### config.mk
export PLATFORM = sky130hd
export DESIGN_NAME = fc_core_array
export DESIGN_NICKNAME = d
export VERILOG_FILES = /design/src/fc_pkg.sv /design/src/fc_core.sv /design/src/fc_core_array.sv
export SDC_FILE = /design/constraint.sdc
export NUM_CORES = 2
export LEC_CHECK = 0
export BUFFER_PORTS_ARGS = -buffer_cell sky130_fd_sc_hd__buf_2
export CAP_MARGIN = 20
export CORE_MARGIN = 2
export CORE_UTILIZATION = 50
export CTS_CLUSTER_SIZE = 16
export DETAILED_ROUTE_END_ITERATION = 16
export HOLD_SLACK_MARGIN = 0.08
export PLACE_DENSITY = 0.67
export SYNTH_ARGS = -nofsm -noshare
export SYNTH_HDL_FRONTEND = slang
export SYNTH_SLANG_ARGS = --single-unit
export TNS_END_PERCENT = 30
### constraint.sdc
create_clock -name clk -period 12.3 [get_ports clk]
set_clock_uncertainty 0.2 [all_clocks]
set_input_delay 1.23 -clock clk [delete_from_list [all_inputs] [get_ports clk]]
set_output_delay 1.23 -clock clk [all_outputs]
set_load 0.02 [all_outputs]
### src/fc_pkg.sv
package fc_pkg;

  // ==============================
  // core grouping
  // ==============================

  // cores working on one output group
  localparam int CORE    = 4;
  localparam int CORELOG = 2;

  // ==============================
  // data widths
  // ==============================

  localparam int DWIDTH = 16;
  localparam int WWIDTH = 8;
  localparam int AWIDTH = 32;
  // fixed point position of the weights
  localparam int WFRAC  = 4;

  // ==============================
  // address and size widths
  // ==============================

  localparam int IMGSIZE = 10;
  localparam int NETSIZE = 10;
  localparam int LWIDTH  = 10;

  // ==============================
  // word types
  // ==============================

  typedef logic signed [DWIDTH-1:0] act_t;
  typedef logic signed [WWIDTH-1:0] wgt_t;
  typedef logic signed [AWIDTH-1:0] acc_t;

  // saturation bounds of an activation, in accumulator width
  localparam acc_t ACT_MAX = (2 ** (DWIDTH - 1)) - 1;
  localparam acc_t ACT_MIN = -(2 ** (DWIDTH - 1));

  // stream control beside the data
  typedef struct packed {
    logic start;
    logic valid;
    logic stop;
  } ctrl_t;

endpackage

### src/fc_core.sv
module fc_core import fc_pkg::*; (
  input  logic  clk,
  input  logic  xrst,
  input  act_t  x,
  input  wgt_t  w,
  input  ctrl_t ctrl,
  input  logic  breg_we,
  output act_t  result
);

  acc_t acc;
  acc_t sum;
  acc_t shifted;
  act_t sat;

  // bias beat adds w itself, other beats the product
  always_comb begin
    sum     = breg_we ? acc + w : acc + x * w;
    shifted = sum >>> WFRAC;
    if (shifted > ACT_MAX) begin
      sat = act_t'(ACT_MAX);
    end else if (shifted < ACT_MIN) begin
      sat = act_t'(ACT_MIN);
    end else begin
      sat = act_t'(shifted);
    end
  end

  always_ff @(posedge clk) begin
    if (!xrst) begin
      acc <= '0;
    end else if (ctrl.start) begin
      acc <= '0;
    end else if (ctrl.valid) begin
      acc <= sum;
    end
  end

  // result held until the next group's bias beat
  always_ff @(posedge clk) begin
    if (ctrl.valid && breg_we) begin
      result <= sat;
    end
  end

  assert property (@(posedge clk) disable iff (!xrst) breg_we |-> ctrl.stop)
    else $error("bias beat without stop");

endmodule

### src/fc_core_array.sv
module fc_core_array import fc_pkg::*; (
  input  logic  clk,
  input  logic  xrst,
  input  act_t  x,
  input  wgt_t  w [CORE],
  input  ctrl_t core_ctrl,
  input  logic  breg_we,
  output act_t  results [CORE],
  output ctrl_t done_ctrl
);

  // ==============================
  // cores
  // ==============================

  // same input word, own weight stream per core
  for (genvar i = 0; i < CORE; i++) begin : g_core
    fc_core core_i (
      .clk     (clk),
      .xrst    (xrst),
      .x       (x),
      .w       (w[i]),
      .ctrl    (core_ctrl),
      .breg_we (breg_we),
      .result  (results[i])
    );
  end

  // ==============================
  // done control
  // ==============================

  // results are registered on the stop beat, so one stage later
  // they form a single beat stream
  always_ff @(posedge clk) begin
    if (!xrst) begin
      done_ctrl <= '0;
    end else begin
      done_ctrl.start <= core_ctrl.stop;
      done_ctrl.valid <= core_ctrl.stop && core_ctrl.valid;
      done_ctrl.stop  <= core_ctrl.stop;
    end
  end

endmodule

==> impl_metrics.env <==
export IMPL_outcome="finished clean"
export IMPL_rows=94
export IMPL_r2r_start="g_core[2].core_i.acc[1]"
export IMPL_endpoint_kind="flop"
export IMPL_start_util=0.505
export IMPL_whs_path_depth=2
export IMPL_cts_root_buf="clkbuf_16"
export IMPL_dp_slack_ps=1870
export IMPL_drt_pass1_iter_count=5
export IMPL_setup_ws_ps=2480
export IMPL_synth_area_sq_um=33100
export IMPL_rsz0062_at_grt="no"
export IMPL_async_reset_ff_frac=0
export IMPL_hp_class="reg2reg"
export IMPL_setup_viol=0
export IMPL_cts_tree="yes"
export IMPL_synth_area_per_cell_sq_um=8.50
export IMPL_die_w_microns=261
export IMPL_core_area_sq_um=65600
export IMPL_area_delta_synth_final_pct=5.27
export IMPL_yosys_warnings=0
export IMPL_maxSlewHeadroom=0.272
export IMPL_seqPwrFrac=0.113
export IMPL_grt_max_degree=76
export IMPL_min_delay_start="g_core[2].core_i.acc[28]"
export IMPL_fin_area_sq_um=34900
export IMPL_synthSimpleGateAreaFrac=0.179
export IMPL_drc_errors=0
export IMPL_antenna_found_initial=15
export IMPL_rr_endpoint="g_core[2].core_i.result[9]"
export IMPL_grt_overflow=0
export IMPL_grt_util_all_layers=0.246
export IMPL_drtIter0Drc=1394
export IMPL_synthCells=3900
export IMPL_instances_no_fill=4776
export IMPL_rr_worst_depth=12
export IMPL_drt_total_wl_mm=82.2
export IMPL_die_y_microns=261
export IMPL_path_max_fanout=15
export IMPL_ir_worst_vdd_mv=0.280
export IMPL_finalSetupTns_ps=0
export IMPL_p_leak_nw=16.6
export IMPL_ff2ff_setup_slack_ps=7380
export IMPL_max_freq_mhz=102
export IMPL_muxShareOfSynthArea=0.0224
export IMPL_ys_seq_elements=194
export IMPL_switching_share=0.545
export IMPL_drv_slew=0
export IMPL_synth_compound_area_share=0.153
export IMPL_synth_fp_nets=4686
export IMPL_cts_sinks=194
export IMPL_post_cts_buffers=0
export IMPL_pwr_share_comb=0.828
export IMPL_synth_area_leaders="fa_1, ha_1, dfxtp_1"
export IMPL_vias=26289
export IMPL_synth_top_cell_area_share=0.251
export IMPL_yosysSeqAreaShare=0.137
export IMPL_hpwl_mm=62.9
export IMPL_cts_buffers=17
export IMPL_drv_cap=0
export IMPL_critPathRequiredTime_ps=12300
export IMPL_finalPower_w=0.00943
export IMPL_dieArea_sq_um=68300
export IMPL_synth_most_common_cell="inv_1"
export IMPL_hold_viol=0
export IMPL_synthAdderAreaFrac=0.371
export IMPL_wl_per_cell_microns=17.2
export IMPL_powerDensity_nw_per_um2=270
export IMPL_grt_pass1_vias=26361
export IMPL_synth_common_cells="inv_1, fa_1, and2_1, ha_1, nor2_1"
export IMPL_intPower_w=0.00430
export IMPL_portBuffers=120
export IMPL_post_route_period_util=0.799
export IMPL_synth_top_family_by_area="adder cells"
export IMPL_p_switching_w=0.00514
export IMPL_cts_hold_buf=0
export IMPL_crit_path_start_kind="primary input"
export IMPL_synth_ff_type="dfxtp_1"
export IMPL_layout_drive_gt1_share=0.0597
export IMPL_period_minus_slack_ps=9820
export IMPL_cts_resized=0
export IMPL_yosysTopAreaCell="fa_1"
export IMPL_ios=121
export IMPL_worstPathArrival_ps=9830
export IMPL_htree_num_levels=4
export IMPL_synth_edf_count=64
export IMPL_gp_congestion=0.926
export IMPL_layout_nets=4677
export IMPL_placed_area_sq_um=34300
export IMPL_clock_power_share=0.059
export IMPL_hold_end="g_core[2].core_i.acc[28]"
export IMPL_synth_xor_area_frac=0.0515
export IMPL_grt_pass1_wl_mm=135
export IMPL_tightest_slew_ps=1090
export IMPL_timing_worst_setup_path_type="in2reg"
export IMPL_vias_per_cell=5.50
export IMPL_clock_latency_ps=510
export IMPL_synth_distinct_cells=84
export IMPL_ant_nets=0
export IMPL_clk_transition_reported_paths_ps=70
export IMPL_place_inst=4732
export IMPL_clockBufferDepth=2
final cells by class:
class	instances	area, sq um
diodes	8	20.0
clock buffers	18	429
clock inverters	14	118
fillers	6237	30800
inverters	595	2240
multi-input cells	2949	25800
flip-flops and latches	194	4520
well taps	864	1080
repair buffers	134	711
placed cells by master (no fill, tap or decap), types with 14 or more instances in the layout:
master | synthesis | routed
a211oi_1 | 51 | 50
a21o_1 | 91 | 91
a21oi_1 | 175 | 175
a31oi_1 | 22 | 22
and2_1 | 361 | 361
and3_1 | 23 | 23
buf_2 | 1 | 118
buf_4 | 3 | 15
clkbuf_16 | 0 | 17
dfxtp_1 | 130 | 130
edfxtp_1 | 64 | 64
fa_1 | 416 | 416
ha_1 | 316 | 316
inv_1 | 594 | 594
mux2_2 | 17 | 17
mux2i_1 | 55 | 55
nand2_1 | 258 | 258
nand2b_1 | 33 | 32
nand3_1 | 72 | 72
nand4_1 | 14 | 14
nor2_1 | 270 | 269
nor2b_1 | 52 | 52
nor3_1 | 37 | 37
o2111ai_1 | 20 | 20
o211ai_1 | 19 | 19
o21a_1 | 31 | 31
o21ai_0 | 223 | 223
o21ai_1 | 19 | 19
o21bai_1 | 28 | 28
xnor2_1 | 127 | 127
xor2_1 | 66 | 66
flip-flops by register name, indices dropped and copies added (netlist names):
name	count
done_ctrl	2
g_core.core_i.acc	128
g_core.core_i.result	64
through the flow:
step	hold slack (ps)	utilization
2_1_floorplan	249	-
3_3_place_gp	272	0.522
3_5_place_dp	280	0.522
4_1_cts	289	0.531
5_1_grt	319	0.531
6_report	287	0.531
routing by layer:
metal	up-vias	share of wire	global-route usage
met5	-	0.00067	0
met4	8	0.021	0.0653
met3	97	0.031	0.0305
met2	405	0.51	0.446
met1	13017	0.44	0.309
li1	12762	-	-
worst max path at each step:
stage	from	end	slack (ps)	depth (start not counted)
finish	w[7]	g_core[3].core_i.result[2]	2480	27
global route	x[7]	g_core[3].core_i.result[0]	1690	27
CTS	x[12]	g_core[1].core_i.result[14]	2380	28
detailed placement	x[12]	g_core[1].core_i.result[14]	1870	28
global placement	x[1]	g_core[1].core_i.result[11]	2050	29
floorplan	w[7]	g_core[3].core_i.result[10]	3270	29
critical path, stage by stage:
cell and delay (ps):
buf_2 180, inv_1 490, nor2_1 120, fa_1 540, fa_1 430, fa_1 490
inv_1 50, fa_1 470, inv_1 40, ha_1 330, a2111oi_0 360, o21ai_1 220
a211oi_1 350, nor3_1 150, o211a_1 260, or3_1 300, a31oi_1 820, ha_1 480
a21o_1 210, a21o_1 180, a211o_1 280, a21oi_1 150, o21ai_0 120, xnor2_1 250
or3b_1 420, o41ai_4 720, o21ai_0 190
power by group through the flow:
| stage | Clock [W] | Sequential [W] | Combinational (W) |
|---|---|---|---|
| global placement | 0 | 0.00108 | 0.00769 |
| finish | 0.000559 | 0.00107 | 0.00781 |
| floorplan | 0 | 0.00119 | 0.00587 |
| global route | 0.000594 | 0.00109 | 0.00878 |
| CTS | 0.000577 | 0.00107 | 0.00780 |
| detailed placement | 0 | 0.00108 | 0.00775 |
cells by family after synthesis:
logic type,after synthesis
AOI/OAI and AO/OA,780
xor gates and xnor gates,194
adders and majority gates,732
buffers and inverters,757
DFF,194
muxes,72
and+or+nand+nor,1171
(Power assumes the default switching activity.)
