==> src/fc_pkg.sv <==
package fc_pkg;

  // ==============================
  // core grouping
  // ==============================

  // cores working on one output group
  localparam int CORE    = 4;
  localparam int CORELOG = 2;

  // ==============================
  // data widths
  // ==============================

  localparam int DWIDTH = 16;
  localparam int WWIDTH = 8;
  localparam int AWIDTH = 32;
  // fixed point position of the weights
  localparam int WFRAC  = 4;

  // ==============================
  // address and size widths
  // ==============================

  localparam int IMGSIZE = 10;
  localparam int NETSIZE = 10;
  localparam int LWIDTH  = 10;

  // ==============================
  // word types
  // ==============================

  typedef logic signed [DWIDTH-1:0] act_t;
  typedef logic signed [WWIDTH-1:0] wgt_t;
  typedef logic signed [AWIDTH-1:0] acc_t;

  // saturation bounds of an activation, in accumulator width
  localparam acc_t ACT_MAX = (2 ** (DWIDTH - 1)) - 1;
  localparam acc_t ACT_MIN = -(2 ** (DWIDTH - 1));

  // stream control beside the data
  typedef struct packed {
    logic start;
    logic valid;
    logic stop;
  } ctrl_t;

endpackage

==> src/img_arbiter.sv <==
module img_arbiter import fc_pkg::*; (
  input  logic               ack,
  input  logic               ctrl_we,
  input  logic [IMGSIZE-1:0] ctrl_addr,
  input  act_t               ctrl_wdata,
  input  logic               host_img_we,
  input  logic [IMGSIZE-1:0] host_img_addr,
  input  act_t               host_img_wdata,
  output logic               host_img_gnt,
  output logic               mem_we,
  output logic [IMGSIZE-1:0] mem_addr,
  output act_t               mem_wdata
);

  // host owns the memory whenever the layer is idle
  assign host_img_gnt = ack;

  // a host write without grant never reaches the memory
  assign mem_we    = (host_img_gnt && host_img_we) || (!host_img_gnt && ctrl_we);
  assign mem_addr  = host_img_gnt ? host_img_addr : ctrl_addr;
  assign mem_wdata = host_img_gnt ? host_img_wdata : ctrl_wdata;

  // controller writes only happen inside a busy layer
  always_comb begin
    assert #0 (ack !== 1'b1 || ctrl_we !== 1'b1)
      else $error("controller write while the host holds the image memory");
  end

endmodule

==> config.mk <==
export PLATFORM = sky130hd
export DESIGN_NAME = img_arbiter
export DESIGN_NICKNAME = d
export VERILOG_FILES = /design/src/fc_pkg.sv /design/src/img_arbiter.sv
export SDC_FILE = /design/constraint.sdc
export NUM_CORES = 1
export LEC_CHECK = 0
export BUFFER_PORTS_ARGS = -buffer_cell sky130_fd_sc_hd__buf_2
export CAP_MARGIN = 20
export CORE_AREA = 2 2 49 42
export DETAILED_ROUTE_END_ITERATION = 8
export DIE_AREA = 0 0 51 44
export GPL_TIMING_DRIVEN = 0
export PLACE_DENSITY = 0.79
export SYNTH_ARGS = -nofsm -noshare
export SYNTH_HDL_FRONTEND = slang
export SYNTH_SLANG_ARGS = --single-unit
==> constraint.sdc <==
create_clock -name vclk -period 0.8
set_input_delay 0.04 -clock vclk [all_inputs]
set_output_delay 0.04 -clock vclk [all_outputs]
set_load 0.02 [all_outputs]
==> results of run 1 <==
-- what timing repair did --
| action | CTS | global route |
|---|---|---|
| hold buffers | 0 | 0 |
| gates cloned | 2 | 0 |
| gates resized for setup | 8 | 32 |
| setup endpoints to repair | 20 | 16 |
| buffers inserted | 0 | 0 |
-- final cells by class --
cell class / count / area (um2)
plain buffers: 4 / 67.6
fillers: 144 / 714
multi-input cells: 27 / 379
well taps: 24 / 30.0
repair buffers: 84 / 578
-- logic make-up after synthesis --
logic type | count (synthesis) | synth area share [%]
muxes | 27 | 86.6
buffers and inverters | 4 | 13.4
-- metrics by stage --
| step | area [um2] | instances |
|---|---|---|
| after detailed placement | 878 | 137 |
| after CTS | 955 | 139 |
| after global routing | 1050 | 139 |
| final | 1050 | 139 |
| after global placement | 878 | 137 |
| after floorplan | 438 | 31 |
-- worst max-delay path: cells and delay by family --
| kind | cells | cell delay (ns) |
|---|---|---|
| buf+inv | 3 | 0.42 |
| mux | 1 | 0.28 |
-- path summary, 6_finish.rpt --
check	to	start	slack, ns
worst max-delay path	mem_wdata[4]	ack	0.008
worst min-delay path	host_img_gnt	ack	0.30
-- power by group through the flow --
stage | logic [W] | registers (W) | clock network, W
floorplan | 0.000378 | 0 | 0
global route | 0.000780 | 0 | 0
finish | 0.000741 | 0 | 0
detailed placement | 0.000607 | 0 | 0
global placement | 0.000595 | 0 | 0
CTS | 0.000659 | 0 | 0
-- placed cells by master (no fill, tap or decap) --
| cell type | count |
|---|---|
| mux2_2 | 7 |
| buf_16 | 2 |
| buf_12 | 3 |
| buf_6 | 18 |
| buf_4 | 1 |
| mux2_4 | 20 |
| buf_2 | 64 |
-- metal layers --
layer	global-route usage [%]	routed length, um	vias to the layer above
met5	0	0	-
met4	0.541	0	0
met3	0.345	130	0
met2	26.0	900	37
met1	10.9	447	258
li1	-	-	286
==> impl_metrics.yaml, run 1 <==
run_status:
  status: "finished, final reports clean"
hold_path:
  hp-class: "in2out"
  hold_depth: 2
grt:
  antenna_found_initial: 0
  globalRouteTotalUtil_pct: 11.2
  grt_max_degree: 12
  grt_pass1_vias: 560
  gr-total-overflow: 0
  grt_pass1_wl_um: 2060
power_and_ir_drop:
  power.internal_w: 0.000447
  seq_power_share_pct: 0
  p_clk_share_pct: 0
  peakVddDrop_mv: 0.337
  power.leakage_nw: 0.611
  switchingPower_w: 0.000294
  p_per_area_nw_per_um2: 703
  netSwitchingFraction_pct: 39.6
  power_w: 0.000741
  combPwrFrac_pct: 100.0
die:
  die-area_um2: 2240
  coreArea_um2: 1770
  rows: 14
  die_w_um: 51
  io_pins: 83
  die_y_um: 44
  initial_core_util_pct: 24.8
synthesis:
  yosysTopAreaCellShare_pct: 68.6
  synth_warnings: 0
  syn_inst: 31
  post-synth-top-count-cell: "mux2_4"
  avgSynthCellArea_um2: 14.1
  synth.top_cells.by_area: "mux2_4 (69%), mux2_2 (18%), buf_12 (9.1%)"
  yosys.area.top_type: "mux2_4"
  syn_area_um2: 438
  ys_types: 5
  synth_commonest_cells: "mux2_4 (20), mux2_2 (7), buf_12 (2)"
  syn-num-nets: 86
  seq_area_frac_synth_pct: 0
final_layout:
  synthToLayoutAreaGrowth_pct: 141
  finish.utilization_pct: 59.6
  fin_nets: 172
  regArea_um2: 0
  seq_cell_count: 0
  drive_gt1_share_pct: 100
  clockBufferCount: 0
  antenna_cells: 0
setup_path:
  worstSetupEndpointType: "primary output"
  cp_max_fo: 11
  critPathMaxStageDelay_ns: 0.28
  crit_required_ns: 0.76
  startpoint_type: "primary input"
  cp.arrival_ns: 0.75
  slowest_stage: "mux2_4"
  crit_chain: "buf_12, buf_12, mux2_4, buf_2"
  crit_path_frequent_cell: "buf_12"
  critical_path_class: "in2out"
placed_design:
  place_hpwl_um: 1250
  port_buffers: 82
  gp_congestion: 0.659
  pre_cts_ws_ns: -0.0277
sta:
  setup_slack_ns: 0.00820
  fmax_ghz: 1.26
  setup_violations: 0
  min_period_ns: 0.792
  tightest_slew_ns: 0.113
  relSlewSlack_pct: 92.5
  hold_viol: 0
  layout_worst_path_cycle_share_pct: 99.0
  hold_slack_ns: 0.298
  slew_violations: 0
  tns_ns: 0
route:
  drtPass1Iterations: 4
  drc_errors: 0
  drt_wl_total_um: 1480
  drt_iter0_markers: 1
  antenna_left: 0
  avgRoutedWirePerCell_um: 10.6
  num_vias: 581
  post_drt_via_cell_ratio: 4.18
run:
  maxCapViolCount: 0
(Power assumes the default switching activity.)
==> run 2, diff against run 1 <==
--- a/config.mk
+++ b/config.mk
@@ -7,11 +7,11 @@
 export LEC_CHECK = 0
 export BUFFER_PORTS_ARGS = -buffer_cell sky130_fd_sc_hd__buf_2
 export CAP_MARGIN = 20
-export CORE_AREA = 2 2 49 42
+export CORE_AREA = 2 2 42 44
 export DETAILED_ROUTE_END_ITERATION = 8
-export DIE_AREA = 0 0 51 44
+export DIE_AREA = 0 0 44 46
 export GPL_TIMING_DRIVEN = 0
-export PLACE_DENSITY = 0.79
+export PLACE_DENSITY = 0.87
 export SYNTH_ARGS = -nofsm -noshare
 export SYNTH_HDL_FRONTEND = slang
 export SYNTH_SLANG_ARGS = --single-unit
==> constraint.sdc (replaced) <==
create_clock -name vclk -period 1
set_input_delay 0.05 -clock vclk [all_inputs]
set_output_delay 0.05 -clock vclk [all_outputs]
set_load 0.02 [all_outputs]
==> impl_metrics.yaml, run 2 (synthesis gave the netlist of run 1 again) <==
hold_path:
  hp-start: "ack"
  hold_end: "host_img_gnt"
  hp-class: "in2out"
  hold_depth: 2
route:
  avgRoutedWirePerCell_um: 10.9
  antenna_left: 0
  drt_wl_total_um: 1420
  num_vias: 562
  drc_errors: 0
  post_drt_via_cell_ratio: 4.32
  drt_iter0_markers: 1
  drtPass1Iterations: 3
power_and_ir_drop:
  netSwitchingFraction_pct: 45.1
  combPwrFrac_pct: 100.0
  seq_power_share_pct: 0
  peakVddDrop_mv: 0.229
  switchingPower_w: 0.000218
  power.leakage_nw: 0.544
  p_per_area_nw_per_um2: 557
  p_clk_share_pct: 0
  power_w: 0.000485
  power.internal_w: 0.000266
grt:
  gr-total-overflow: 0
  grt_max_degree: 11
  antenna_found_initial: 0
  use_met2_pct: 26.8
  grt_pass1_vias: 510
  globalRouteTotalUtil_pct: 12.5
  grt_pass1_wl_um: 2020
  busiest_layer: "met2"
  use_met3_pct: 0.794
  use_met1_pct: 14.0
setup_path:
  critical_path_class: "in2out"
  path_buf_inv: 3
  worstSetupEndpointType: "primary output"
  cp.arrival_ns: 0.79
  crit_chain: "buf_6, buf_12, mux2_4, buf_2"
  cp_max_fo: 10
  crit_required_ns: 0.95
  cp.depth: 4
  slowest_stage: "mux2_4"
  critPathMaxStageDelay_ns: 0.30
  startpoint_type: "primary input"
  path_delay_family: "buffers and inverters"
placed_design:
  port_buffers: 82
  pre_cts_ws_ns: 0.155
  gp_congestion: 0.698
final_layout:
  fin_nets: 170
  synthToLayoutAreaGrowth_pct: 98.6
  final_common_cell: "buf_2"
  regArea_um2: 0
  clockBufferCount: 0
  seq_cell_count: 0
  drive_gt1_share_pct: 100
  antenna_cells: 0
  most-common-layout-cells: "buf_2 (82), mux2_4 (20), mux2_2 (7)"
  n_fill_cell: 156
die:
  io_pins: 83
  initial_core_util_pct: 27.1
  coreArea_um2: 1610
  die_w_um: 44
  rows: 15
  die_y_um: 46
  die-area_um2: 2020
sta:
  tns_ns: 0
  setup_slack_ns: 0.159
  layout_worst_path_cycle_share_pct: 84.1
  relSlewSlack_pct: 92.4
  slew_violations: 0
  min_period_ns: 0.841
  tightest_slew_ns: 0.115
  fmax_ghz: 1.19
  hold_viol: 0
  setup_violations: 0
  rsz0062_at_grt: "no"
run:
  maxCapViolCount: 0
clocking:
  post-cts-setup-buffer-count: 0
  cts-resized-gates: 0
  cts_hold_buf: 0
run_status:
  status: "finished, final reports clean"
==> run 2: power by group through the flow <==
stage                     clock, W  sequential, W  combinational, W
after floorplan                  0              0          0.000303
after global routing             0              0          0.000516
after global placement           0              0          0.000479
after CTS                        0              0          0.000489
final                            0              0          0.000485
after detailed placement         0              0          0.000488
==> run 2: layer usage <==
layer | vias up | wire length, um | share of wire (%)
li1 | 280 | - | -
met1 | 251 | 483 | 34
met2 | 31 | 816 | 58
met3 | 0 | 118 | 8.3
met4 | 0 | 0 | 0
met5 | - | 0 | 0
==> run 2: area by class of cell <==
class | instances | area [um2] | share of cell area, %
well taps | 17 | 21.3 | 2.45
plain buffers | 4 | 58.8 | 6.76
repair buffers | 82 | 410 | 47.2
multi-input cells | 27 | 379 | 43.6
==> run 2: per-stage QoR <==
step | area, um2 | instances | utilization, % | hold slack, ns
floorplan | 438 | 31 | - | 0.213
global placement | 870 | 130 | 53.9 | 0.320
detailed placement | 870 | 130 | 53.9 | 0.320
CTS | 870 | 130 | 53.9 | 0.321
global route | 870 | 130 | 53.9 | 0.327
finish | 870 | 130 | 53.9 | 0.319
==> run 2: worst max path at each step <==
stage	start	end
after CTS	ack	mem_addr[7]
final	ack	mem_wdata[4]
after global placement	ack	mem_wdata[5]
after global routing	ack	mem_addr[7]
after floorplan	ack	mem_addr[3]
after detailed placement	ack	mem_addr[7]
