## src/fc_pkg.sv

```systemverilog
package fc_pkg;

  // ==============================
  // core grouping
  // ==============================

  // cores working on one output group
  localparam int CORE    = 4;
  localparam int CORELOG = 2;

  // ==============================
  // data widths
  // ==============================

  localparam int DWIDTH = 16;
  localparam int WWIDTH = 8;
  localparam int AWIDTH = 32;
  // fixed point position of the weights
  localparam int WFRAC  = 4;

  // ==============================
  // address and size widths
  // ==============================

  localparam int IMGSIZE = 10;
  localparam int NETSIZE = 10;
  localparam int LWIDTH  = 10;

  // ==============================
  // word types
  // ==============================

  typedef logic signed [DWIDTH-1:0] act_t;
  typedef logic signed [WWIDTH-1:0] wgt_t;
  typedef logic signed [AWIDTH-1:0] acc_t;

  // saturation bounds of an activation, in accumulator width
  localparam acc_t ACT_MAX = (2 ** (DWIDTH - 1)) - 1;
  localparam acc_t ACT_MIN = -(2 ** (DWIDTH - 1));

  // stream control beside the data
  typedef struct packed {
    logic start;
    logic valid;
    logic stop;
  } ctrl_t;

endpackage

```

## src/fc_ctrl.sv

```systemverilog
module fc_ctrl import fc_pkg::*; (
  input  logic               clk,
  input  logic               xrst,
  input  logic               req,
  input  logic [CORELOG-1:0] net_sel,
  input  logic               net_we,
  input  logic [NETSIZE-1:0] net_addr,
  input  logic [IMGSIZE-1:0] in_offset,
  input  logic [IMGSIZE-1:0] out_offset,
  input  logic [LWIDTH-1:0]  total_in,
  input  logic [LWIDTH-1:0]  total_out,
  input  ctrl_t              done_ctrl,
  input  act_t               out_wdata,
  output logic               ack,
  output logic               mem_img_we,
  output logic [IMGSIZE-1:0] mem_img_addr,
  output act_t               mem_img_wdata,
  output logic [CORE-1:0]    mem_net_we,
  output logic [NETSIZE-1:0] mem_net_addr,
  output ctrl_t              core_ctrl,
  output logic               breg_we,
  output logic               serial_we
);

  typedef enum logic [1:0] {
    S_WAIT,
    S_WEIGHT,
    S_BIAS,
    S_OUTPUT
  } state_t;

  state_t             state;
  logic [LWIDTH-1:0]  tot_in;
  logic [LWIDTH-1:0]  tot_out;
  logic [LWIDTH-1:0]  count_in;
  logic [LWIDTH-1:0]  count_out;
  logic [LWIDTH:0]    next_out;
  logic [IMGSIZE-1:0] in_base;
  logic [IMGSIZE-1:0] out_base;
  logic [IMGSIZE-1:0] out_addr;
  logic [NETSIZE-1:0] net_base;
  logic [NETSIZE-1:0] net_run;
  logic [CORELOG:0]   serial_cnt;
  logic               accept;
  logic               weight_end;
  logic               output_end;
  logic               last_group;

  assign accept     = state == S_WAIT && req && ack;
  assign weight_end = state == S_WEIGHT && count_in == tot_in - 1'b1;
  assign output_end = state == S_OUTPUT && serial_cnt == (CORELOG + 1)'(CORE);
  assign next_out   = {1'b0, count_out} + (LWIDTH + 1)'(CORE);
  // no further group once this one covers total_out
  assign last_group = next_out >= {1'b0, tot_out};

  // ==============================
  // state machine
  // ==============================

  always_ff @(posedge clk) begin
    if (!xrst) begin
      state     <= S_WAIT;
      count_in  <= '0;
      count_out <= '0;
    end else begin
      case (state)
        S_WAIT: begin
          if (accept) begin
            state     <= S_WEIGHT;
            count_in  <= '0;
            count_out <= '0;
          end
        end
        S_WEIGHT: begin
          if (weight_end) begin
            state    <= S_BIAS;
            count_in <= '0;
          end else begin
            count_in <= count_in + 1'b1;
          end
        end
        S_BIAS: begin
          state <= S_OUTPUT;
        end
        S_OUTPUT: begin
          if (output_end) begin
            if (last_group) begin
              state <= S_WAIT;
            end else begin
              state     <= S_WEIGHT;
              count_out <= next_out[LWIDTH-1:0];
            end
          end
        end
        default: begin
          state <= S_WAIT;
        end
      endcase
    end
  end

  // layer parameters held for the whole request
  always_ff @(posedge clk) begin
    if (accept) begin
      tot_in   <= total_in;
      tot_out  <= total_out;
      in_base  <= in_offset;
      out_base <= out_offset;
      net_base <= net_addr;
    end
  end

  // ==============================
  // image side
  // ==============================

  always_ff @(posedge clk) begin
    if (!xrst) begin
      out_addr <= '0;
    end else if (accept) begin
      out_addr <= '0;
    end else if (mem_img_we) begin
      out_addr <= out_addr + 1'b1;
    end
  end

  assign mem_img_addr  = state == S_OUTPUT ? out_base + out_addr
                                           : in_base + IMGSIZE'(count_in);
  assign mem_img_wdata = state == S_OUTPUT ? out_wdata : '0;

  // four writes, one per serialized word
  always_ff @(posedge clk) begin
    if (!xrst) begin
      mem_img_we <= 1'b0;
    end else begin
      mem_img_we <= state == S_OUTPUT
                 && (serial_we || (serial_cnt != '0 && serial_cnt < (CORELOG + 1)'(CORE)));
    end
  end

  // ==============================
  // network side
  // ==============================

  // runs over weights and biases of all groups back to back
  always_ff @(posedge clk) begin
    if (!xrst) begin
      net_run <= '0;
    end else if (accept) begin
      net_run <= '0;
    end else if (state == S_WEIGHT || state == S_BIAS) begin
      net_run <= net_run + 1'b1;
    end
  end

  for (genvar i = 0; i < CORE; i++) begin : g_net_we
    assign mem_net_we[i] = net_we && net_sel == CORELOG'(i);
  end

  // host address while loading
  assign mem_net_addr = net_we ? net_addr : net_base + net_run;

  // ==============================
  // core and output control
  // ==============================

  always_ff @(posedge clk) begin
    if (!xrst) begin
      ack        <= 1'b1;
      core_ctrl  <= '0;
      breg_we    <= 1'b0;
      serial_we  <= 1'b0;
      serial_cnt <= '0;
    end else begin
      if (accept) begin
        ack <= 1'b0;
      end else if (output_end && last_group) begin
        ack <= 1'b1;
      end
      // registered so they line up with the memory read data
      core_ctrl.start <= accept || (output_end && !last_group);
      core_ctrl.valid <= state == S_WEIGHT || state == S_BIAS;
      core_ctrl.stop  <= state == S_BIAS;
      breg_we         <= state == S_BIAS;
      serial_we       <= done_ctrl.start;
      if (serial_we) begin
        serial_cnt <= (CORELOG + 1)'(1);
      end else if (serial_cnt == (CORELOG + 1)'(CORE)) begin
        serial_cnt <= '0;
      end else if (serial_cnt != '0) begin
        serial_cnt <= serial_cnt + 1'b1;
      end
    end
  end

  // host must wait for ack before a new request or a weight load
  assert property (@(posedge clk) disable iff (!xrst) !ack |-> !$rose(req))
    else $error("req raised while the layer is busy");
  assert property (@(posedge clk) disable iff (!xrst) !ack |-> !net_we)
    else $error("network memory written while the layer is busy");

endmodule

```

## config.mk

```make
export PLATFORM = sky130hd
export DESIGN_NAME = fc_ctrl
export DESIGN_NICKNAME = d
export VERILOG_FILES = /design/src/fc_pkg.sv /design/src/fc_ctrl.sv
export SDC_FILE = /design/constraint.sdc
export NUM_CORES = 1
export LEC_CHECK = 0
export ABC_AREA = 1
export BUFFER_PORTS_ARGS = -buffer_cell sky130_fd_sc_hd__buf_2
export CAP_MARGIN = 20
export CORE_AREA = 2 2 104 106
export CTS_CLUSTER_SIZE = 30
export DETAILED_ROUTE_END_ITERATION = 7
export DIE_AREA = 0 0 106 108
export PLACE_DENSITY_LB_ADDON = 0.25
export SLEW_MARGIN = 20
export SYNTH_ARGS = -nofsm -noshare
export SYNTH_HDL_FRONTEND = slang
export SYNTH_SLANG_ARGS = --single-unit
```

## constraint.sdc

```tcl
create_clock -name clk -period 5.7 [get_ports clk]
set_input_delay 0.57 -clock clk [delete_from_list [all_inputs] [get_ports clk]]
set_output_delay 0.57 -clock clk [all_outputs]
set_load 0.01 [all_outputs]
```

==> key figures, run 1 <==
Logic synthesis
  • Cells after synthesis: 754
  • #FFs+latches synth: 99
  • Warnings from Yosys: 0
  • Average cell area after synthesis: 7.99 um2
  • Largest area contributor in the netlist: edfxtp_1
  • FFs w/ async S/R, synth: 0%
  • Predominant post-synthesis flop cell: edfxtp_1
  • Post-synthesis sequential area ratio: 41.2%
  • Share of the synthesized area in the top cell type: 24.9%
  • Ranking of synthesized cells by area: edfxtp_1 (25%), dfxtp_1 (16%), nand2_1 (10%)
  • Post-synth EDFFs: 50
  • Mapped Area: 6030 um2
  • Distinct cell type count after synthesis: 47
  • Synth Net Count: 878

Drt
  • 1st-pass router iterations: 5
  • # DRC: 0
  • Detailed Route WL: 13.1 mm
  • Vias: 5321
  • DR WL/cell: 12.9 um
  • Initial DRC count: 295
  • ANT nets after route: 0
  • Via/cell ratio: 5.25

Global route
  • Overall routing resource usage: 23.6%
  • Global-route wire length before repair: 21.7 mm
  • Initial antenna violation count: 0
  • Vias in the first global route: 4999
  • Pin count of the biggest net entering global routing: 52
  • Grt total ovfl: 0

Timing
  • Setup-failing EPs final: 0
  • Tmin final: 3.05 ns
  • Worst-Margin Slew: 0.920 ns
  • Setup tns final: 0 ns
  • Max Clock Freq: 328 MHz
  • Hold violation count in the final report: 0
  • Slew HR: 38.6%
  • Fin crit share: 53.5%
  • Worst Skew: 0.00457 ns
  • RSZ-0062 raised after global routing: no
  • Max-slew violation count: 0

Power and ir drop
  • Static Leak: 3.35 nW
  • Total power: 2.19 mW
  • Max IR drop VDD: 0.160 mV
  • P per Cell Area: 317 nW/um2

Floorplan
  • Floorplan row count: 37
  • Initial core utilization: 58.9%
  • Die ar.: 11400 um2
  • Io pins: 122
  • Chip height: 108 um
  • DIE WIDTH: 106 um
  • Core Footprint: 10200 um2

Clocking
  • Post_cts resized: 0
  • CTS tree: built
  • Root Driver: clkbuf_8
  • CTS clk-pin slew, worst paths: 0.09 ns
  • Clock buffer count from CTS: 9
  • Largest buffer count on any clock path: 2
  • Latest clock arrival within the worst-skew pair: 0.36 ns
  • Setup Buffers After CTS: 0
  • Clock sinks: 99
  • CTS Hold Bufs: 0
  • H-tree depth: 3

Final layout
  • Fill count: 849
  • Area grow syn2layout: 14.4%
  • Multi-input combinational cell area: 3080 um2
  • Design area: 6890 um2
  • FF/Latch Area: 2480 um2
  • Post-layout util: 67.4%
  • Non-Filler Instances: 1013
  • Share of cells above drive strength 1: 18.5%
  • Antenna Cells: 0
  • Final nets: 996

Worst setup path
  • Startpoint types: flip-flop
  • Crit path capture type: output pin
  • Arr. time, crit path: 2.48 ns
  • Max Fanout on Critical Path: 4
  • CP required: 5.13 ns
  • WS Path Type: reg2out

Place
  • Number of port buffers: 119
  • GPL Wtd Cong: 0.852
  • Cells after DPL: 997
  • Final HPWL DP: 10.1 mm
  • Placed Area: 6740 um2

Run status
  • Outcome: finished clean

Run
  • Number of max-cap violations: 0

Hold path
  • Worst Hold Class: in2reg
path summary, 6_finish.rpt:
check	from	end	slack, ns	cells past startpoint
worst max-delay path	out_addr[0]	mem_img_addr[6]	2.65	13
worst min-delay path	total_out[4]	tot_out[4]	0.37	1
worst max register to register	count_out[3]	count_out[5]	3.08	15
worst min register to register	serial_cnt[0]	serial_cnt[0]	0.50	2
layout make-up:
class / count / area share, %
inverters: 108 / 5.90
clock inverters: 2 / 0.182
clock buffers: 14 / 2.07
multi-input cells: 534 / 44.6
repair buffers: 120 / 8.75
well taps: 136 / 2.47
flip-flops and latches: 99 / 36.0
cells by family (layout without fill, tap and decap cells):
group           count (synthesis)  after routing  synth area share (%)
buf+inv                       121            244                  7.77
flops                          99             99                  41.2
fa+ha+maj                      49             49                  10.5
xor+xnor                       30             30                  4.36
compound gates                121            121                  11.6
simple gates                  333            333                  24.4
mux                             1              1                 0.166
report_power, final:
group / switching [mW] / internal [mW]
logic: 0.523 / 0.291
registers: 0.0823 / 0.900
clock network: 0.232 / 0.159
metrics by stage:
stage | hold slack (ns) | worst slack, ns
floorplan | 0.457 | 3.35
detailed placement | 0.490 | 3.06
global placement | 0.469 | 3.12
global route | 0.355 | 2.39
CTS | 0.361 | 2.65
finish | 0.374 | 2.65
synth_stat cells (4+ instances only):
| master | number |
|---|---|
| dfxtp_1 | 49 |
| a21oi_2 | 7 |
| clkbuf_1 | 9 |
| nand3b_1 | 4 |
| nand3_1 | 37 |
| nand2_1 | 168 |
| xnor2_1 | 10 |
| a21o_1 | 6 |
| o21ai_0 | 20 |
| inv_1 | 104 |
| nor3_1 | 17 |
| a31oi_1 | 4 |
| nand4_1 | 10 |
| o21ai_1 | 14 |
| nand2_2 | 5 |
| a21oi_1 | 58 |
| edfxtp_1 | 50 |
| inv_2 | 4 |
| xor2_1 | 20 |
| nor2_1 | 74 |
| ha_1 | 46 |
metal layers:
layer	up-vias	GRT usage, %	wire, um
li1	2720	-	-
met2	148	41.5	6520
met5	-	0	0
met4	0	10.6	366
met1	2420	28.9	5650
met3	33	3.32	562
flip-flops by register name (all words and copies together) (netlist names), 2 cells and up:
name        count
serial_cnt      3
out_addr       10
in_base        10
core_ctrl       2
net_base       10
count_in       10
state           2
out_base       10
count_out       8
tot_out        10
tot_in         10
net_run        10
placed cells by master, fill, tap and decap left out, types with 10 or more instances in the layout:
cell	n
o21ai_1	14
xor2_1	20
dfxtp_1	49
xnor2_1	10
nand2_1	168
o21ai_0	20
ha_1	46
inv_1	103
edfxtp_1	50
nor3_1	17
nand4_1	10
nor2_1	74
a21oi_1	58
buf_2	119
nand3_1	37
worst max-delay path, cell delays in order, from the launching register on:
cell and delay, ns:
dfxtp_1 0.40, ha_1 0.27, inv_1 0.08, fa_1 0.38, nor2_1 0.15, o21ai_1 0.07, nand2_1 0.10, nand2_1 0.07
nand2_1 0.06, a21oi_1 0.07, nand2_1 0.06, nand2_1 0.04, o22ai_1 0.19, buf_2 0.17
Power figures use the tool's default switching activity.
==> run 2: changes to the inputs <==
Settings changed: CORE_AREA 2 2 104 106 to 2 2 107 109, DIE_AREA 0 0 106 108 to 0 0 109 111.
Clock period 5.7 ns to 2.9 ns, I/O delays scaled along.
==> run 2 against run 1 <==
Final cell count grew 0.89%. Wire length grew 2.1%. Sequential power grew 98%. Hold slack lost 0.26 ns. Largest cell class unchanged. Design area grew 2.7%. Via count shrank 1.7%. Register-to-register slack lost 2.8 ns. Flip-flop and latch count is the same. Critical path type unchanged. Critical path depth is the same.
==> key figures, run 2 (same netlist as run 1, synthesis figures left out) <==
Run status
  • Outcome: finished clean

Place
  • Final HPWL DP: 10.3 mm
  • Number of port buffers: 119
  • Placed Area: 6770 um2
  • GPL Wtd Cong: 0.982
  • Cells after DPL: 1006

Final layout
  • Post-layout util: 63.9%
  • Commonest non-fill, non-tap cell in the layout: nand2_1
  • Design area: 7080 um2
  • Antenna Cells: 0
  • Share of cells above drive strength 1: 19.6%
  • Final nets: 998
  • Non-Filler Instances: 1022
  • Most frequent cells in the layout: nand2_1 (168), buf_2 (119), inv_1 (103), nor2_1 (74), a21oi_1 (58)
  • Area grow syn2layout: 17.5%

Global route
  • Busiest grt layer: met2
  • Grt total ovfl: 0
  • Met3 Usage GRT: 5.23%
  • Met2 Use GR: 39.1%
  • Global-route wire length before repair: 22.6 mm
  • Vias in the first global route: 5115
  • GR met1 Demand/Resource: 29.3%
  • Overall routing resource usage: 23.4%
  • Initial antenna violation count: 0
  • Pin count of the biggest net entering global routing: 42

Drt
  • ANT nets after route: 0
  • Initial DRC count: 272
  • Via/cell ratio: 5.12
  • Detailed Route WL: 13.4 mm
  • # DRC: 0
  • 1st-pass router iterations: 5
  • DR WL/cell: 13.1 um
  • Vias: 5231

Worst setup path
  • R2R Path Start: count_out[2]
  • CP required: 2.61 ns
  • R2R setup slack: 0.28 ns
  • Startpoint types: flip-flop
  • Largest stage delay, worst path: 0.38 ns
  • Reg2Reg Capture Point: count_out[5]
  • Arr. time, crit path: 2.36 ns
  • Most common cell on crit path: nand2_1
  • Crit path capture type: output pin
  • Cells along the critical path: ha_1 -> inv_1 -> fa_1 -> inv_1 -> nand3_1 -> nand3_1 -> nand2_1 -> nand2_1 -> nand2_1 -> nand2_1 -> xnor2_1 -> o22ai_1 -> buf_2
  • Crit-path slowest cell: dfxtp_2
  • WS Path Type: reg2out
  • Worst R2R Path Depth: 15
  • Max Fanout on Critical Path: 6

Clocking
  • CTS clk-pin slew, worst paths: 0.07 ns
  • Largest buffer count on any clock path: 2
  • H-tree depth: 3
  • Clock sinks: 99
  • CTS tree: built
  • Root Driver: clkbuf_16
  • Clock buffer count from CTS: 9
  • CTS Hold Bufs: 0
  • Latest clock arrival within the worst-skew pair: 0.35 ns

Timing
  • RSZ-0062 raised after global routing: no
  • Slew HR: 66.1%
  • Worst Skew: 0.00507 ns
  • Max-slew violation count: 0
  • Hold violation count in the final report: 0
  • Setup tns final: 0 ns
  • Tmin final: 2.65 ns
  • Max Clock Freq: 377 MHz
  • Setup-failing EPs final: 0
  • Worst-Margin Slew: 0.507 ns
  • Fin crit share: 91.4%

Power and ir drop
  • P per Cell Area: 673 nW/um2
  • Max IR drop VDD: 0.352 mV
  • Static Leak: 3.43 nW
  • Total power: 4.77 mW

Floorplan
  • Die ar.: 12100 um2
  • Floorplan row count: 39
  • Core Footprint: 11100 um2
  • Io pins: 122
  • Chip height: 111 um
  • DIE WIDTH: 109 um
  • Initial core utilization: 54.4%

Hold path
  • Hold wc startpoint: out_offset[4]
  • Cells on Worst Hold Path: 1
  • Hold path endpoint: out_base[4]
  • Worst Hold Class: in2reg

Run
  • Number of max-cap violations: 0
[run 2: per-layer routing]
metal  vias up  part of all wire, %
met4         0                  1.8
met2       136                   49
met5         -                    0
met3        19                  4.8
met1      2350                   44
li1       2726                    -
[run 2: timing repair]
item / in CTS / in global routing
setup buffers: 0 / 0
endpoints found under the setup margin: 0 / 3
resized for setup: 0 / 4
[run 2: area by class of cell]
type | count | area [um2]
clock inverters | 7 | 77.6
well taps | 143 | 179
multi-input cells | 534 | 3080
inverters | 108 | 405
clock buffers | 9 | 225
repair buffers | 122 | 631
flip-flops and latches | 99 | 2490
fillers | 949 | 4000
[run 2: per-stage QoR]
stage / hold slack, ns / setup WS [ns]
after floorplan: 0.388 / 0.593
after global placement: 0.466 / 0.393
after detailed placement: 0.468 / 0.312
after CTS: 0.101 / 0.182
after global routing: 0.0969 / 0.0205
final: 0.111 / 0.248
[run 2: critical path: cells and delay by family (launching register included)]
kind / cells / cell delay, ns
compound gates: 1 / 0.10
xor+xnor: 1 / 0.14
fa+ha+maj: 2 / 0.57
buf+inv: 3 / 0.33
flops: 1 / 0.38
simple gates: 6 / 0.48
[run 2: worst max path at each step]
stage	start	endpoint	slack (ns)
after floorplan	count_out[2]	count_out[2]	0.59
after global placement	count_out[4]	count_out[2]	0.39
after detailed placement	count_out[4]	count_out[5]	0.31
after CTS	count_in[0]	mem_img_addr[6]	0.18
after global routing	net_run[0]	mem_net_addr[8]	0.02
final	count_in[0]	mem_img_addr[6]	0.25
[run 2: where the power goes]
part / internal, mW / switching (mW) / total [mW] / leakage [nW]
sequential: 1.77 / 0.172 / 1.94 / 0.870
combinational: 0.594 / 1.03 / 1.62 / 2.42
clock: 0.674 / 0.530 / 1.20 / 0.141
total: 3.03 / 1.73 / 4.77 / 3.43
