==> config.mk <==
export PLATFORM = sky130hd
export DESIGN_NAME = fc_serializer
export DESIGN_NICKNAME = d
export VERILOG_FILES = /design/src/fc_pkg.sv /design/src/fc_serializer.sv
export SDC_FILE = /design/constraint.sdc
export NUM_CORES = 1
export LEC_CHECK = 0
export BUFFER_PORTS_ARGS = -buffer_cell sky130_fd_sc_hd__buf_2
export CAP_MARGIN = 15
export CORE_ASPECT_RATIO = 0.9
export CORE_UTILIZATION = 40
export DETAILED_ROUTE_END_ITERATION = 16
export MAX_ROUTING_LAYER = met4
export PLACE_DENSITY = 0.66
export SYNTH_ARGS = -nofsm -noshare
export SYNTH_HDL_FRONTEND = slang
export SYNTH_SLANG_ARGS = --single-unit
==> constraint.sdc <==
create_clock -name clk -period 0.97 [get_ports clk]
set_clock_uncertainty 0.2 [all_clocks]
set_input_delay 0.1455 -clock clk [delete_from_list [all_inputs] [get_ports clk]]
set_output_delay 0.1455 -clock clk [all_outputs]
set_load 0.03 [all_outputs]
==> src/fc_pkg.sv <==
package fc_pkg;

  // ==============================
  // core grouping
  // ==============================

  // cores working on one output group
  localparam int CORE    = 4;
  localparam int CORELOG = 2;

  // ==============================
  // data widths
  // ==============================

  localparam int DWIDTH = 16;
  localparam int WWIDTH = 8;
  localparam int AWIDTH = 32;
  // fixed point position of the weights
  localparam int WFRAC  = 4;

  // ==============================
  // address and size widths
  // ==============================

  localparam int IMGSIZE = 10;
  localparam int NETSIZE = 10;
  localparam int LWIDTH  = 10;

  // ==============================
  // word types
  // ==============================

  typedef logic signed [DWIDTH-1:0] act_t;
  typedef logic signed [WWIDTH-1:0] wgt_t;
  typedef logic signed [AWIDTH-1:0] acc_t;

  // saturation bounds of an activation, in accumulator width
  localparam acc_t ACT_MAX = (2 ** (DWIDTH - 1)) - 1;
  localparam acc_t ACT_MIN = -(2 ** (DWIDTH - 1));

  // stream control beside the data
  typedef struct packed {
    logic start;
    logic valid;
    logic stop;
  } ctrl_t;

endpackage

==> src/fc_serializer.sv <==
module fc_serializer import fc_pkg::*; (
  input  logic clk,
  input  logic xrst,
  input  logic load,
  input  act_t results [CORE],
  output act_t out_wdata
);

  act_t sreg [CORE];

  // word 0 goes out first
  assign out_wdata = sreg[0];

  always_ff @(posedge clk) begin
    if (!xrst) begin
      for (int i = 0; i < CORE; i++) begin
        sreg[i] <= '0;
      end
    end else if (load) begin
      sreg <= results;
    end else begin
      for (int i = 0; i < CORE - 1; i++) begin
        sreg[i] <= sreg[i+1];
      end
      sreg[CORE-1] <= '0;
    end
  end

endmodule

==> impl_metrics.py, run 1 <==
metrics = {
    "setup_path": {
        "worstPathCellList": "buf_6",
        "worstPathRequired_ns": 0.62,
        "startpoint_type": "flip-flop",
        "critPathTopFamily": "flip-flops",
        "worstRegToRegCells": 2,
        "crit_type": "flip-flop to output port",
        "cp_max_fo": 1,
        "critPathMaxStageDelay_ns": 0.32,
        "path_buf_inv": 1,
        "crit_path_end_kind": "output port",
        "r2r_slack_ns": 0.16,
        "r2r-end": "sreg[33]$_SDFF_PN0_",
        "regToRegStartpoint": "sreg[17]$_SDFF_PN0_",
        "worstPathArrival_ns": 0.76,
        "critical_path_depth": 1,
        "crit_slowest_cell": "dfxtp_2",
    },
    "placed_design": {
        "dp_hpwl_mm": 2.778,
        "io_buffers": 82,
        "dp.cells": 335,
        "place_congestion": 0.7742,
    },
    "synthesis": {
        "synth_area_um2": 2427,
        "syn_inst": 206,
        "syn-num-nets": 273,
        "synth_cell_types": 10,
        "synth_top_area_share_pct": 52.78,
        "yosys_warnings": 0,
        "synth_area_leaders": "dfxtp_1 53%, mux2i_1 20%, nor2b_1 12%, buf_4 4.9%, and3_1 4.1%",
        "ys_seq_area_share_pct": 52.78,
        "yosysTopAreaCell": "dfxtp_1",
        "ys_seq_elements": 64,
        "synth.avg_cell_area_um2": 11.78,
    },
    "detailed_routing": {
        "dr_wl_met2_mm": 2.065,
        "drc": 15,
        "dr_wl_met3_um": 220,
        "drt-total-wl_mm": 4.525,
        "postRouteAntennaNets": 0,
        "dr.pass1.iters": 10,
        "routedWlPerCell_um": 12.03,
        "drtIter0Drc": 40,
        "viasPerCell": 4.287,
        "top_layer_used": "met4",
        "met1_length_mm": 2.099,
        "vias": 1612,
    },
    "min_path": {
        "min_path_cells": 3,
        "hold_start": "results[20]",
        "hold_path_class": "primary input to flip-flop",
        "min_to": "sreg[20]$_SDFF_PN0_",
    },
    "sta": {
        "tightest_slew_ns": 0.1557,
        "setup_violations": 17,
        "relSlewSlack_pct": 89.32,
        "fin_ws_ns": -0.1400,
        "fmax_mhz": 900.9,
        "fin_setup_tns_ns": -2.170,
        "fin_crit_sh_pct": 114.4,
        "rsz0062_at_grt": "yes",
        "whs_ns": -0.1024,
        "report.final.slew_viol_count": 0,
        "hold_violations": 7,
        "layout_min_cycle_time_ns": 1.110,
    },
    "clock_network": {
        "clk_transition_reported_paths_ns": 0.06,
        "cts_setup_buffers": 0,
        "tritoncts": "done",
        "cts-htree-levels": 3,
        "root_buffer": "clkbuf_8",
        "cts_buffers": 9,
        "clkLatencyLatePin_ns": 0.32,
        "clk_path_buf_depth": 2,
        "hold_buffers": 57,
        "clock-sinks": 64,
    },
    "finish": {
        "area_growth_pct": 44.33,
        "fin_cells": 376,
        "antennaDiodeCount": 0,
        "drive_above_1_share_pct": 28.76,
        "nNetsFinal": 371,
        "final_util_pct": 60.84,
    },
    "job": {
        "drv_cap": 0,
    },
    "pwr": {
        "ir_drop_uv": 832.2,
        "power.leakage_nw": 1.690,
        "power.density_nw_per_um2": 1569,
    },
    "global_route": {
        "grt_antenna_before_repair": 0,
        "grt_pass1_wl_mm": 7.734,
        "overflow": 0,
        "track_usage_pct": 16.32,
        "grt_pass1_vias": 1718,
        "grt_max_degree": 34,
    },
    "floorplan": {
        "core_area_um2": 5758,
        "dieWidth_um": 84.12,
        "pin_count": 83,
        "rows": 26,
        "dieArea_um2": 6384,
        "die_h_um": 75.90,
        "start_util_pct": 42.16,
    },
    "outcome": {
        "violations": "DRC, hold timing, setup timing",
        "outcome": "complete, but fails checks",
    },
}
==> layer usage <==
layer	up-vias	track usage, %
li1	851	-
met1	683	18.69
met2	64	25.74
met3	14	4.031
met4	0	10.00
met5	-	-
==> cells in the mapped netlist, drive strengths merged <==
cell	instances
and3	16
buf	24
clkbuf	6
dfxtp	64
mux2i	48
nor2b	48
==> worst max path at each step <==
| stage | start | to | slack (ns) |
|---|---|---|---|
| floorplan | load | sreg[10]$_SDFF_PN0_ | 0.008 |
| global placement | load | sreg[24]$_SDFF_PN0_ | -0.18 |
| detailed placement | load | sreg[21]$_SDFF_PN0_ | -0.17 |
| CTS | out_wdata[15]$_SDFF_PN0_ | out_wdata[15] | -0.17 |
| global route | out_wdata[4]$_SDFF_PN0_ | out_wdata[4] | -0.18 |
| finish | out_wdata[15]$_SDFF_PN0_ | out_wdata[15] | -0.14 |
==> per-stage QoR <==
stage               power [mW]  area, µm²  worst slack [ns]
floorplan                3.314       2436          0.008205
global placement         3.462       2775           -0.1757
detailed placement       3.471       2775           -0.1665
CTS                      5.591       3626           -0.1659
global route             5.750       3503           -0.1750
finish                   5.496       3503           -0.1400
==> cells in the final DEF, fill, tap and decap left out, drive strengths merged <==
master	synthesis	layout
and3	16	16
buf	24	60
clkbuf	6	12
clkinv	0	1
dfxtp	64	64
dlygate4sd3	0	48
dlymetal6s4s	0	9
mux2i	48	48
nor2b	48	48
==> cells by family (layout without fill, tap and decap cells) <==
logic type	after synthesis	after routing	share of synthesized area, %
buffers and inverters	30	130	10.93
flip-flops	64	64	52.78
multiplexers	48	48	19.79
AND/OR/NAND/NOR	64	64	16.50
==> layout make-up <==
class,count,area [µm²]
Tap cell,70,87.58
Timing Repair Buffer,117,1074
Fill cell,472,2255
Multi-Input combinational cell,112,880.8
Sequential cell,64,1301
Clock inverter,1,5.005
Clock buffer,12,155.1
==> where the power goes <==
group          internal (mW)  total (mW)  switching [mW]
Clock                   1.02        1.89           0.870
Combinational          0.480       0.788           0.308
Sequential              2.78        2.82          0.0412
Total                   4.28        5.50            1.22
==> registers in the layout, indices dropped and copies added, names as in the netlist <==
signal,cells
sreg,48
out_wdata,16
==> worst register-to-register path: cells and delay by family (launching register included) <==
family           cells  cell delay [ns]
and+or+nand+nor      1             0.06
DFF                  1             0.30
muxes                1             0.14
==> repair_timing <==
| item | in CTS | in global routing |
|---|---|---|
| endpoints found under the hold margin | 64 | 7 |
| gates resized for setup | 48 | 9 |
| pin swaps | 0 | 0 |
| endpoints found under the setup margin | 16 | 54 |
Note: power is estimated with default switching activity, not from simulation.
==> run 2: changes to the inputs <==
- REMOVE_ABC_BUFFERS: unset -> 1
==> run 2 against run 1 <==
Effect of this change:
- the flow still finishes with violations (DRC, hold timing, setup timing)
- count of clock-buffer cells in the layout rose by 2
- setup slack worse by 0.019 ns
- combinational power grew 3.9%
- first-iteration DRC count is 40% higher
- clock power increased by 38%
- die area stayed put
- utilization grew 2.9 points
- critical path type unchanged
- highest routed layer unchanged
==> impl_metrics.py, run 2 (synthesized netlist as in run 1, its figures left out) <==
metrics = {
    "outcome": {
        "outcome": "complete, but fails checks",
        "violations": "DRC, hold timing, setup timing",
    },
    "pwr": {
        "power.density_nw_per_um2": 1701,
        "power.total_mw": 6.238,
        "power.leakage_nw": 1.773,
        "ir_drop_uv": 1023,
    },
    "global_route": {
        "grt_pass1_wl_mm": 8.059,
        "track_usage_pct": 16.89,
        "grt_max_degree": 34,
        "grt_antenna_before_repair": 0,
        "grt_pass1_vias": 1854,
        "overflow": 0,
    },
    "clock_network": {
        "clk_transition_reported_paths_ns": 0.07,
        "hold_buffers": 64,
        "clkLatencyLatePin_ns": 0.33,
        "root_buffer": "clkbuf_8",
        "cts-htree-levels": 3,
        "cts_setup_buffers": 0,
        "tritoncts": "done",
        "cts_buffers": 9,
        "clk_path_buf_depth": 2,
        "clock-sinks": 64,
    },
    "setup_path": {
        "worstRegToRegCells": 2,
        "path_buf_inv": 1,
        "critical_path_depth": 1,
        "cp_max_fo": 1,
        "critPathMaxStageDelay_ns": 0.33,
        "crit_type": "flip-flop to output port",
        "crit_slowest_cell": "dfxtp_2",
        "crit_path_end_kind": "output port",
        "worstPathCellList": "buf_6",
        "worstPathRequired_ns": 0.62,
        "critPathTopFamily": "flip-flops",
        "worstPathArrival_ns": 0.78,
        "startpoint_type": "flip-flop",
    },
    "sta": {
        "fin_crit_sh_pct": 116.4,
        "report.final.slew_viol_count": 0,
        "fmax_mhz": 885.4,
        "rsz0062_at_grt": "yes",
        "setup_violations": 16,
        "hold_violations": 2,
        "tightest_slew_ns": 0.1509,
        "relSlewSlack_pct": 89.65,
        "whs_ns": -0.08161,
        "fin_ws_ns": -0.1594,
        "layout_min_cycle_time_ns": 1.129,
    },
    "floorplan": {
        "rows": 26,
        "start_util_pct": 42.16,
        "core_area_um2": 5758,
        "dieArea_um2": 6384,
        "pin_count": 83,
        "dieWidth_um": 84.12,
        "die_h_um": 75.90,
    },
    "detailed_routing": {
        "viasPerCell": 4.409,
        "drc": 11,
        "dr.pass1.iters": 10,
        "postRouteAntennaNets": 0,
        "drt-total-wl_mm": 4.707,
        "drtIter0Drc": 56,
        "routedWlPerCell_um": 12.04,
        "vias": 1724,
    },
    "placed_design": {
        "place_congestion": 0.6952,
        "dp_hpwl_mm": 2.618,
        "io_buffers": 82,
        "pre_cts_slack_ns": -0.1105,
    },
    "finish": {
        "final_common_cell": "dlygate4sd3_1",
        "drive_above_1_share_pct": 29.91,
        "largest_reg_flops": 48,
        "final_util_pct": 63.71,
        "area_growth_pct": 51.13,
        "final_cell_mix": "54 x dlygate4sd3_1, 48 x mux2i_1, 48 x nor2b_1, 48 x dfxtp_1, 42 x buf_2",
        "fillCellCount": 459,
        "top_register": "sreg",
        "antennaDiodeCount": 0,
        "nNetsFinal": 383,
    },
    "min_path": {
        "min_path_cells": 3,
        "hold_path_class": "primary input to flip-flop",
    },
    "job": {
        "drv_cap": 0,
    },
}
run 2: worst register-to-register path: stages (launching register included):
cell     delay, ns
dfxtp_1       0.30
mux2i_1       0.14
nor2b_1       0.07
run 2: report_power, final:
part	internal, mW	switching (mW)
sequential	2.78	0.0412
clock	1.66	0.942
combinational	0.506	0.313
run 2: path summary, 6_finish.rpt:
| kind | end | from | slack [ns] |
|---|---|---|---|
| setup / recovery | out_wdata[1] | out_wdata[1]$_SDFF_PN0_ | -0.16 |
| hold / removal | out_wdata[14]$_SDFF_PN0_ | results[62] | -0.08 |
| setup reg to reg | out_wdata[7]$_SDFF_PN0_ | sreg[39]$_SDFF_PN0_ | 0.14 |
| hold reg to reg | out_wdata[13]$_SDFF_PN0_ | sreg[45]$_SDFF_PN0_ | 0.28 |
run 2: final cells by class:
type                            count  area, µm²  share of cell area, %
Clock buffer                       14      172.7                  4.707
Clock inverter                      2      60.06                  1.637
Multi-Input combinational cell    112      880.8                  24.01
Sequential cell                    64       1301                  35.47
Tap cell                           70      87.58                  2.387
Timing Repair Buffer              129       1166                  31.79
run 2: per-layer routing:
layer  routed length (µm)  global-route usage [%]  share of wire, %
met4                   57                   7.241               1.2
met1                 1976                   16.95                42
met2                 2446                   30.25                52
met5                    0                       -                 0
met3                  227                   5.120               4.8
run 2: what timing repair did:
| item | in CTS | in global routing |
|---|---|---|
| hold endpoints to repair | 64 | 2 |
| pin swaps | 0 | 0 |
| resized for setup | 48 | 9 |
| setup endpoints to repair | 16 | 49 |
run 2: metrics by stage:
stage / hold WS (ns) / std cells / setup TNS [ns] / cell area [µm²]
2_1_floorplan: 0.07367 / 176 / 0 / 2162
3_3_place_gp: 0.1834 / 335 / -3.356 / 2778
3_5_place_dp: 0.1871 / 335 / -4.063 / 2778
4_1_cts: -0.08193 / 415 / -2.676 / 3771
5_1_grt: -0.06252 / 391 / -2.926 / 3669
6_report: -0.08161 / 391 / -2.346 / 3669
==> run 3: changes to the inputs <==
- ABC_AREA: unset -> 1
- PLACE_DENSITY: 0.66 -> 0.65
==> run 3 against run 2 <==
Effect of this change:
- the flow finishes with violations (setup timing)
- sequential share of layout area decreased by 1.5 points
- clock power fell by 23%
- register-to-register slack improved by 0.08 ns
- first-iteration DRC count increased by 32%
- non-clock buffer count rose by 11
- utilization fell by 1.1 points
- global-route usage rose by 1.3 points
- setup slack got worse by 0.0023 ns
- final cell count grew 48%
- highest routed layer unchanged
==> impl_metrics.py, run 3 <==
metrics = {
    "outcome": {
        "outcome": "complete, but fails checks",
        "violations": "setup timing",
    },
    "sta": {
        "hold_violations": 0,
        "report.final.slew_viol_count": 0,
        "layout_min_cycle_time_ns": 1.132,
        "rsz0062_at_grt": "yes",
        "fmax_mhz": 883.6,
        "fin_setup_tns_ns": -2.378,
        "fin_crit_sh_pct": 116.7,
        "tightest_slew_ns": 0.1739,
        "fin_ws_ns": -0.1617,
        "relSlewSlack_pct": 88.41,
        "setup_violations": 16,
    },
    "finish": {
        "antennaDiodeCount": 0,
        "register_area_um2": 1301,
        "nNetsFinal": 555,
        "area_growth_pct": 51.44,
        "final_common_cell": "nor2_1",
        "multiInputGateArea_um2": 784.5,
        "largest_reg_flops": 48,
        "top_register": "sreg",
        "drive_above_1_share_pct": 22.36,
        "fillCellCount": 557,
        "final_cell_mix": "112 x nor2_1, 97 x nand2_1, 61 x inv_1",
        "postLayoutCellArea_um2": 3827,
    },
    "setup_path": {
        "startpoint_type": "flip-flop",
        "cp_max_fo": 1,
        "crit_start": "out_wdata[3]$_SDFF_PN0_",
        "r2r-end": "sreg[21]$_SDFF_PN0_",
        "crit_path_end_kind": "output port",
        "critPathTopFamily": "flip-flops",
        "critPathMaxStageDelay_ns": 0.33,
        "r2r_slack_ns": 0.22,
        "worstPathRequired_ns": 0.62,
        "regToRegStartpoint": "sreg[5]$_SDFF_PN0_",
        "worstRegToRegCells": 2,
        "path_buf_inv": 1,
        "worstPathCellList": "buf_6",
        "crit_slowest_cell": "dfxtp_2",
        "crit_type": "flip-flop to output port",
        "worstPathArrival_ns": 0.79,
    },
    "synthesis": {
        "synth_flop_cell": "dfxtp_1",
        "synth_edf_count": 0,
        "ys_top_cells_by_count": "112 x nor2_1, 97 x nand2_1, 64 x dfxtp_1, 64 x inv_1, 21 x buf_4",
        "synth_area_um2": 2527,
        "syn_inst": 370,
        "yosysTopAreaCell": "dfxtp_1",
        "synth_cell_types": 8,
        "synth.most_common_cell": "nor2_1",
        "synth.avg_cell_area_um2": 6.831,
        "ys_seq_elements": 64,
        "ys_seq_area_share_pct": 50.69,
        "yosys_warnings": 0,
        "synth_top_area_share_pct": 50.69,
        "async_reset_ff_share_pct": 0,
        "synth_area_leaders": "dfxtp_1 51%, nor2_1 17%, nand2_1 14%, inv_1 9.5%, buf_4 6.2%",
    },
    "clock_network": {
        "clk_path_buf_depth": 2,
        "cts-htree-levels": 3,
        "cts_setup_buffers": 0,
        "clock-sinks": 64,
        "tritoncts": "done",
        "root_buffer": "clkbuf_8",
        "clkLatencyLatePin_ns": 0.33,
        "clk_transition_reported_paths_ns": 0.07,
        "cts_buffers": 9,
    },
    "placed_design": {
        "dp_hpwl_mm": 2.822,
        "pre_cts_slack_ns": -0.02598,
        "placedInstanceArea_um2": 2943,
        "io_buffers": 82,
        "place_congestion": 0.7463,
    },
    "detailed_routing": {
        "vias": 2300,
        "routedWlPerCell_um": 9.041,
        "postRouteAntennaNets": 0,
        "viasPerCell": 3.972,
        "drc": 0,
        "drt-total-wl_mm": 5.235,
        "dr.pass1.iters": 4,
        "drtIter0Drc": 74,
    },
    "pwr": {
        "power.leakage_nw": 2.139,
        "intPower_mw": 4.336,
        "power.total_mw": 5.767,
        "switching_share_pct": 24.81,
        "clockPowerShare_pct": 34.5,
        "seq_power_share_pct": 49.3,
        "p_sw_mw": 1.431,
        "power.density_nw_per_um2": 1507,
        "combPwrFrac_pct": 16.2,
        "ir_drop_uv": 900.2,
    },
    "global_route": {
        "grt_max_degree": 45,
        "track_usage_pct": 18.21,
        "grt_antenna_before_repair": 0,
        "overflow": 0,
        "grt_pass1_vias": 2261,
        "grt_pass1_wl_mm": 8.997,
    },
    "floorplan": {
        "dieWidth_um": 85.79,
        "pin_count": 83,
        "dieArea_um2": 6641,
        "start_util_pct": 41.33,
        "die_h_um": 77.41,
        "core_area_um2": 6115,
        "rows": 27,
    },
    "min_path": {
        "hold_path_class": "primary input to flip-flop",
        "hold_start": "load",
        "min_to": "sreg[37]$_SDFF_PN0_",
        "min_path_cells": 4,
    },
    "job": {
        "drv_cap": 0,
    },
}
[run 3: cells by family after synthesis]
| group | count (synthesis) | synth area share, % |
|---|---|---|
| flops | 64 | 50.69 |
| buf+inv | 97 | 18.27 |
| simple gates | 209 | 31.04 |
[run 3: how the worst max path moves through the flow]
stage | end | cells past startpoint | slack, ns
after floorplan | sreg[0]$_SDFF_PN0_ | 2 | 0.16
after global placement | sreg[24]$_SDFF_PN0_ | 5 | 0.001
after detailed placement | sreg[38]$_SDFF_PN0_ | 5 | -0.03
after CTS | out_wdata[7] | 1 | -0.18
after global routing | out_wdata[1] | 1 | -0.20
final | out_wdata[3] | 1 | -0.16
[run 3: final cells by class]
type                            instances  area share (%)
Inverter                               64           6.277
Clock buffer                           11           3.956
Tap cell                               87           2.844
Multi-Input combinational cell        209           20.50
Timing Repair Buffer                  140           31.91
Clock inverter                          4          0.5230
Sequential cell                        64           34.00
[run 3: repair_timing]
action,CTS,global route
hold buffers,64,0
gates resized for setup,48,10
endpoints found under the hold margin,64,0
setup endpoints to repair,16,38
[run 3: power groups by stage]
stage          combinational (mW)  clock (mW)  sequential [mW]
3_3_place_gp                0.688           0             2.88
4_1_cts                     0.947        2.07             2.84
5_1_grt                      1.05        2.18             2.86
6_report                    0.935        1.99             2.84
2_1_floorplan               0.261           0             2.97
3_5_place_dp                0.696           0             2.88
[run 3: routing by layer]
layer	routed length, µm	global-route usage [%]	up-vias
met1	2196	16.99	981
met5	0	-	-
met2	2713	33.76	54
li1	-	-	1252
met3	179	4.468	13
met4	146	10.33	0
[run 3: per-stage QoR]
step                instances  util (%)  hold WS, ns
finish                    579     62.59      0.03665
global route              579     62.59      0.03664
CTS                       592     63.37      0.02438
detailed placement        513     48.13       0.1641
global placement          513     48.13       0.1590
floorplan                 337         -      0.05772
